==> src/rob_types.sv <==
package rob_types;

  localparam int ROB_DEPTHLOG2 = 4;

  typedef logic [ROB_DEPTHLOG2-1:0] rob_slot_t;

  // one reorder-buffer write as produced by the writeback stage.
  typedef struct packed {
    logic [31:0] result_lo;
    logic [4:0]  dest_reg;
    logic        dest_reg_valid;
  } rob_entry_t;

endpackage

==> src/pip_types.sv <==
package pip_types;

  // number of identical multiply/divide lanes in the cluster.
  localparam int N_LANES = 3;

  // the round-robin pointer holds a lane index of this width.
  localparam int LANE_IDX_W = $clog2(N_LANES);

  typedef enum logic [2:0] {
    OP_NONE  = 3'd0,
    OP_MUL   = 3'd1,
    OP_MULH  = 3'd2,
    OP_MULHU = 3'd3,
    OP_DIV   = 3'd4,
    OP_DIVU  = 3'd5,
    OP_REM   = 3'd6,
    OP_REMU  = 3'd7
  } muldiv_op_t;

  // decoded instruction as seen by the multiply/divide cluster.
  typedef struct packed {
    logic [31:0] pc;
    muldiv_op_t  muldiv_op;
    logic [4:0]  dest_reg;
    logic        dest_reg_valid;
  } dec_inst_t;

endpackage
==> src/completion_if.sv <==
`timescale 1ns/1ps

interface completion_if;
  import rob_types::*;

  logic       valid;
  rob_slot_t  rob_slot;
  rob_entry_t entry;
  logic       grant;

  // valid and the data stay put until the edge where grant is high.
  modport lane (output valid, rob_slot, entry, input grant);
  modport wb   (input valid, rob_slot, entry, output grant);

endinterface

==> src/issue_if.sv <==
`timescale 1ns/1ps

interface issue_if;
  import pip_types::*;
  import rob_types::*;

  logic        valid;
  dec_inst_t   inst;
  logic [31:0] a;
  logic [31:0] b;
  rob_slot_t   rob_slot;
  logic        idle;

  // the lane captures on any edge where valid and idle are both high.
  modport disp (output valid, inst, a, b, rob_slot, input idle);
  modport lane (input valid, inst, a, b, rob_slot, output idle);

endinterface

==> src/ex_mul_wrapper.sv <==
`timescale 1ns/1ps

module ex_mul_wrapper (
  input  logic       clock,
  input  logic       reset_n,
  issue_if.lane      issue,
  completion_if.lane done
);
  import pip_types::*;
  import rob_types::*;

  dec_inst_t   inst_r;
  logic [31:0] a_r;
  logic [31:0] b_r;
  rob_slot_t   rob_slot_r;

  logic        occupied;
  logic        start_r;
  logic        held;
  logic        capture;
  logic        finish;

  muldiv_op_t  op;
  logic [31:0] result;
  logic        inval_dest_reg;
  logic        stall;
  rob_entry_t  entry;

  assign capture    = issue.valid & ~occupied;
  assign finish     = occupied & ~held & ~stall;
  assign issue.idle = ~occupied;

  // the engine sees no operation unless the lane holds an instruction.
  assign op = occupied ? inst_r.muldiv_op : OP_NONE;

  always_ff @(posedge clock or negedge reset_n) begin
    if (!reset_n) begin
      occupied <= 1'b0;
      start_r  <= 1'b0;
      held     <= 1'b0;
    end else begin
      start_r <= capture;
      if (capture)
        occupied <= 1'b1;
      else if (done.grant)
        occupied <= 1'b0;
      if (finish)
        held <= 1'b1;
      else if (done.grant)
        held <= 1'b0;
    end
  end

  always_ff @(posedge clock) begin
    if (capture) begin
      inst_r     <= issue.inst;
      a_r        <= issue.a;
      b_r        <= issue.b;
      rob_slot_r <= issue.rob_slot;
    end
  end

  exmul u_exmul (
    .clock          (clock),
    .reset_n        (reset_n),
    .start          (start_r),
    .op             (op),
    .a_val          (a_r),
    .b_val          (b_r),
    .result         (result),
    .inval_dest_reg (inval_dest_reg),
    .stall          (stall)
  );

  // the entry is formed from lane and engine state that stays put until the grant.
  assign entry.result_lo      = result;
  assign entry.dest_reg       = inst_r.dest_reg;
  assign entry.dest_reg_valid = inst_r.dest_reg_valid & ~inval_dest_reg;

  assign done.valid    = held;
  assign done.rob_slot = rob_slot_r;
  assign done.entry    = entry;

endmodule

==> src/exmul.sv <==
`timescale 1ns/1ps

module exmul (
  input  logic                  clock,
  input  logic                  reset_n,
  input  logic                  start,
  input  pip_types::muldiv_op_t op,
  input  logic [31:0]           a_val,
  input  logic [31:0]           b_val,
  output logic [31:0]           result,
  output logic                  inval_dest_reg,
  output logic                  stall
);
  import pip_types::*;

  logic        is_div;
  logic        is_signed;
  logic        a_neg;
  logic        b_neg;
  logic [31:0] a_abs;
  logic [31:0] b_abs;
  logic [32:0] a_ext;
  logic [32:0] b_ext;
  logic [63:0] product;

  logic        busy;
  logic [4:0]  step;
  logic [4:0]  step_in;
  logic [31:0] rem_r;
  logic [31:0] quo_r;
  logic [31:0] rem_in;
  logic        dbit;
  logic [33:0] trial;

  logic        div_zero;
  logic        overflow;
  logic [31:0] quo_fix;
  logic [31:0] rem_fix;

  assign is_div    = op inside {OP_DIV, OP_DIVU, OP_REM, OP_REMU};
  assign is_signed = op inside {OP_DIV, OP_REM};
  assign a_neg     = is_signed & a_val[31];
  assign b_neg     = is_signed & b_val[31];
  assign a_abs     = a_neg ? -a_val : a_val;
  assign b_abs     = b_neg ? -b_val : b_val;

  // only MULH sign-extends. The low word is the same for signed and unsigned.
  assign a_ext   = {(op == OP_MULH) & a_val[31], a_val};
  assign b_ext   = {(op == OP_MULH) & b_val[31], b_val};
  assign product = $signed(a_ext) * $signed(b_ext);

  // the first step runs on the start edge, so 32 steps end one edge before completion.
  assign step_in = start ? 5'd0 : step;
  assign rem_in  = start ? 32'd0 : rem_r;
  assign dbit    = a_abs[5'd31 - step_in];
  assign trial   = {1'b0, rem_in, dbit} - {2'b00, b_abs};
  assign stall   = is_div & (start | busy);

  always_ff @(posedge clock or negedge reset_n) begin
    if (!reset_n) begin
      busy <= 1'b0;
      step <= 5'd0;
    end else if (stall) begin
      busy <= (step_in != 5'd31);
      step <= step_in + 5'd1;
    end
  end

  always_ff @(posedge clock) begin
    if (stall) begin
      rem_r <= trial[33] ? {rem_in[30:0], dbit} : trial[31:0];
      quo_r <= {quo_r[30:0], ~trial[33]};
    end
  end

  assign div_zero = (b_val == 32'd0);
  assign overflow = is_signed & (a_val == 32'h8000_0000) & (b_val == 32'hffff_ffff);
  assign quo_fix  = (a_neg ^ b_neg) ? -quo_r : quo_r;
  assign rem_fix  = a_neg ? -rem_r : rem_r;

  always_comb begin
    case (op)
      OP_MUL:            result = product[31:0];
      OP_MULH, OP_MULHU: result = product[63:32];
      OP_DIV, OP_DIVU:   result = div_zero ? 32'hffff_ffff : (overflow ? a_val : quo_fix);
      OP_REM, OP_REMU:   result = div_zero ? a_val : (overflow ? 32'd0 : rem_fix);
      default:           result = 32'd0;
    endcase
  end

  assign inval_dest_reg = is_div & div_zero;

endmodule

==> src/flat_wrapper.sv <==
// flat-port wrapper written by rule: the top's interface ports become plain ports
module ex_mul_wrapper_flat import pip_types::*; import rob_types::*;
  (clock, reset_n, issue_valid, issue_inst, issue_a, issue_b, issue_rob_slot, issue_idle, done_valid, done_rob_slot, done_entry, done_grant);
  issue_if issue_i ();
  completion_if done_i ();
  input  logic clock;
  input  logic reset_n;
  input wire logic [$bits(issue_i.valid)-1:0] issue_valid;
  input wire logic [$bits(issue_i.inst)-1:0] issue_inst;
  input wire logic [$bits(issue_i.a)-1:0] issue_a;
  input wire logic [$bits(issue_i.b)-1:0] issue_b;
  input wire logic [$bits(issue_i.rob_slot)-1:0] issue_rob_slot;
  output wire logic [$bits(issue_i.idle)-1:0] issue_idle;
  output wire logic [$bits(done_i.valid)-1:0] done_valid;
  output wire logic [$bits(done_i.rob_slot)-1:0] done_rob_slot;
  output wire logic [$bits(done_i.entry)-1:0] done_entry;
  input wire logic [$bits(done_i.grant)-1:0] done_grant;
  assign issue_i.valid = issue_valid;
  assign issue_i.inst = issue_inst;
  assign issue_i.a = issue_a;
  assign issue_i.b = issue_b;
  assign issue_i.rob_slot = issue_rob_slot;
  assign issue_idle = issue_i.idle;
  assign done_valid = done_i.valid;
  assign done_rob_slot = done_i.rob_slot;
  assign done_entry = done_i.entry;
  assign done_i.grant = done_grant;
  ex_mul_wrapper u_core (.clock(clock), .reset_n(reset_n), .issue(issue_i), .done(done_i));
endmodule
==> config.mk <==
export PLATFORM = sky130hd
export DESIGN_NAME = ex_mul_wrapper_flat
export DESIGN_NICKNAME = d
export VERILOG_FILES = /design/src/rob_types.sv /design/src/pip_types.sv /design/src/completion_if.sv /design/src/issue_if.sv /design/src/ex_mul_wrapper.sv /design/src/exmul.sv /design/src/flat_wrapper.sv
export SDC_FILE = /design/constraint.sdc
export NUM_CORES = 2
export LEC_CHECK = 0
export ABC_CLOCK_PERIOD_IN_PS = 14100
export BUFFER_PORTS_ARGS = -buffer_cell sky130_fd_sc_hd__buf_2
export CAP_MARGIN = 10
export CORE_ASPECT_RATIO = 0.6
export CORE_MARGIN = 1.5
export CORE_UTILIZATION = 50
export CTS_CLUSTER_DIAMETER = 30
export DETAILED_ROUTE_END_ITERATION = 8
export PLACE_DENSITY = 0.69
export SYNTH_ARGS = -nofsm -noshare
export SYNTH_HDL_FRONTEND = slang
export SYNTH_HIERARCHICAL = 1
export SYNTH_SLANG_ARGS = --single-unit
==> constraint.sdc <==
create_clock -name clock -period 14.1 [get_ports clock]
set_input_delay 0.705 -clock clock [delete_from_list [all_inputs] [get_ports clock]]
set_output_delay 0.705 -clock clock [all_outputs]
set_load 0.01 [all_outputs]
==> flow_summary.yaml <==
outcome:
  status: "complete, no violations"
clock_network:
  clock_latency_ns: 0.50
  post_cts_resized: 0
  cts_hold_buf: 0
  cts_buffer_depth: 3
  cts_tree: "done"
  cts_htree_levels: 4
  clkTransAtPathRegs_ns: 0.07
  cts.sinks: 150
  cts-root-buf: "clkbuf_16"
  postCtsSetupRepairBufs: 0
  numCtsBuffers: 25
critical_path:
  crit_path_frequent_cell: "fa_1"
  critPathCaptureType: "primary output"
  slowest_stage: "fa_1"
  critPathLaunchType: "flop"
  ff2ff_path_depth: 19
  r2r_start: "u_core/a_r[31]"
  r2r_end: "u_core/u_exmul/rem_r[30]"
  slowest_delay_ns: 0.92
  critPathKind: "reg2out"
  crit_start: "u_core/occupied"
  critPathMaxFanout: 32
  arrival_ns: 11.70
  cp_data_required_time_ns: 13.40
  rrSetupSlack_ns: 6.61
global_route:
  grt_max_degree: 71
  grt.overflow.total: 0
  track_usage: 0.321
  grt_pass1_wl_mm: 244
  antenna_found_initial: 7
  first_global_vias: 40100
synthesis:
  synth_most_common_cell: "inv_1"
  seq_area_frac_synth: 0.0901
  synthArstFlopShare: 0.0600
  yosysTopAreaCell: "fa_1"
  ys_types: 91
  syn-num-nets: 7000
  synth_top_area_share: 0.455
  yosys-top-cells-area: "fa_1 (46%), inv_1 (9.0%), edfxtp_1 (8.6%)"
  synth_area_um2: 49500
  synth_ff_type: "edfxtp_1"
  synth-edff-count: 141
  syn_area_per_cell_um2: 8.98
  synth_seq_cells: 150
  ys_warn_count: 6
  synth_common_cells: "inv_1 (1186), fa_1 (1126), nand2_1 (899)"
  synthesis.instances: 5510
timing:
  rsz0062_at_grt: "no"
  period_needed_ns: 12.40
  maxSlewViolCount: 0
  tightest_slew_ns: 1.18
  whs_ns: 0.132
  timing.fmax_mhz: 80.6
  finalCritPeriodShare: 0.880
  setup_tns_ns: 0
  setup_violations: 0
  fin_worst_skew_ns: 0.0242
  slew_headroom: 0.213
  hold_violations: 0
die:
  rows: 89
  core-area_um2: 98200
  ioPinCount: 157
  start_util: 0.504
  design.die.area_um2: 101000
  die_w_um: 409
  die_h_um: 247
placed_design:
  place.gp.congestion: 1.05
  hpwl_mm: 122
  portBuffers: 124
final_layout:
  layout-drive-gt1-share: 0.0609
  area_delta_synth_final_pct: 4.85
  post-route-util: 0.528
  n_fill_cell: 8980
  nNetsFinal: 6908
worst_hold_path:
  min_path_type: "in2async"
route:
  drt_iter0_drc: 4675
  vias_per_cell: 5.77
  drt_wl_total_mm: 157
  dr.pass1.iters: 6
  wl_per_cell_um: 23.3
  num_vias: 38900
  route.detailed.drc: 0
  antenna_left: 0
run:
  maxCapViolCount: 0
-- worst max-delay path, delay by kind of cell (launching register included) --
| family | cells | cell delay, ns |
|---|---|---|
| AOI/OAI and AO/OA | 8 | 1.97 |
| xor gates and xnor gates | 1 | 0.19 |
| adders and majority gates | 9 | 4.87 |
| buffers and inverters | 10 | 1.91 |
| DFF | 1 | 0.47 |
| and+or+nand+nor | 5 | 1.73 |
-- final cells by class --
type | instances | area, um2 | area share
inverter | 1188 | 4460 | 0.0859
timing repair buffer | 225 | 1380 | 0.0266
clock buffer | 26 | 629 | 0.0121
tap | 1319 | 1650 | 0.0318
sequential | 150 | 4460 | 0.0859
clock inverter | 6 | 85.1 | 0.00164
multi-input combinational | 3828 | 39200 | 0.756
antenna | 2 | 5.00 | 0.0000964
-- worst max-delay path by stage --
stage	end	cells after the start
6_report	done_entry[35]	33
5_1_grt	done_entry[35]	33
4_1_cts	done_entry[35]	33
3_5_place_dp	done_entry[35]	33
3_3_place_gp	done_entry[35]	33
2_1_floorplan	done_entry[35]	34
-- state kept, by name, indices dropped and copies added, names as in the netlist, 4 cells and up --
| signal | cells |
|---|---|
| u_core/done.rob_slot | 4 |
| u_core/a_r | 32 |
| u_core/b_r | 32 |
| u_core/u_exmul/quo_r | 32 |
| u_core/inst_r | 4 |
| u_core/done.entry | 5 |
| u_core/u_exmul/step | 5 |
| u_core/u_exmul/rem_r | 32 |
-- metal layers --
layer / share of wire / up-vias / global-route usage
met5: 0.00068 / - / 0.00527
li1: - / 16500 / -
met4: 0.027 / 5 / 0.0729
met2: 0.40 / 2443 / 0.445
met3: 0.15 / 240 / 0.0937
met1: 0.43 / 19800 / 0.489
-- through the flow --
stage	cell area [um2]	setup WS [ns]	cells
6_report	51900	1.70	6744
5_1_grt	51900	1.29	6742
3_3_place_gp	51200	2.63	6709
2_1_floorplan	49500	4.66	5510
3_5_place_dp	51200	2.43	6709
4_1_cts	51900	1.86	6741
-- layout by cell type, fill, tap and decap left out, types with 27 or more instances in the layout --
cell / instances
a21o_1: 31
a21oi_1: 154
a31oi_1: 29
and2_1: 289
and3_1: 34
buf_2: 124
buf_4: 101
edfxtp_1: 141
fa_1: 1126
ha_1: 251
inv_1: 1185
nand2_1: 899
nand3_1: 46
nand4_1: 30
nor2_1: 156
nor2b_1: 37
nor3_1: 36
nor4_1: 27
o21ai_0: 132
xnor2_1: 123
xor2_1: 77
-- cells by family after synthesis --
| group | Yosys count | share of synthesized area |
|---|---|---|
| AO/OA/AOI/OAI | 561 | 0.0733 |
| XOR/XNOR | 200 | 0.0354 |
| adder cells (fa/ha/maj) | 1377 | 0.519 |
| buffers and inverters | 1532 | 0.118 |
| flip-flops | 150 | 0.0901 |
| multiplexers | 39 | 0.00900 |
| AND/OR/NAND/NOR | 1651 | 0.155 |
Power is not shown: default switching activity piles up to over one toggle a cycle in this logic, so the estimate is an artifact.
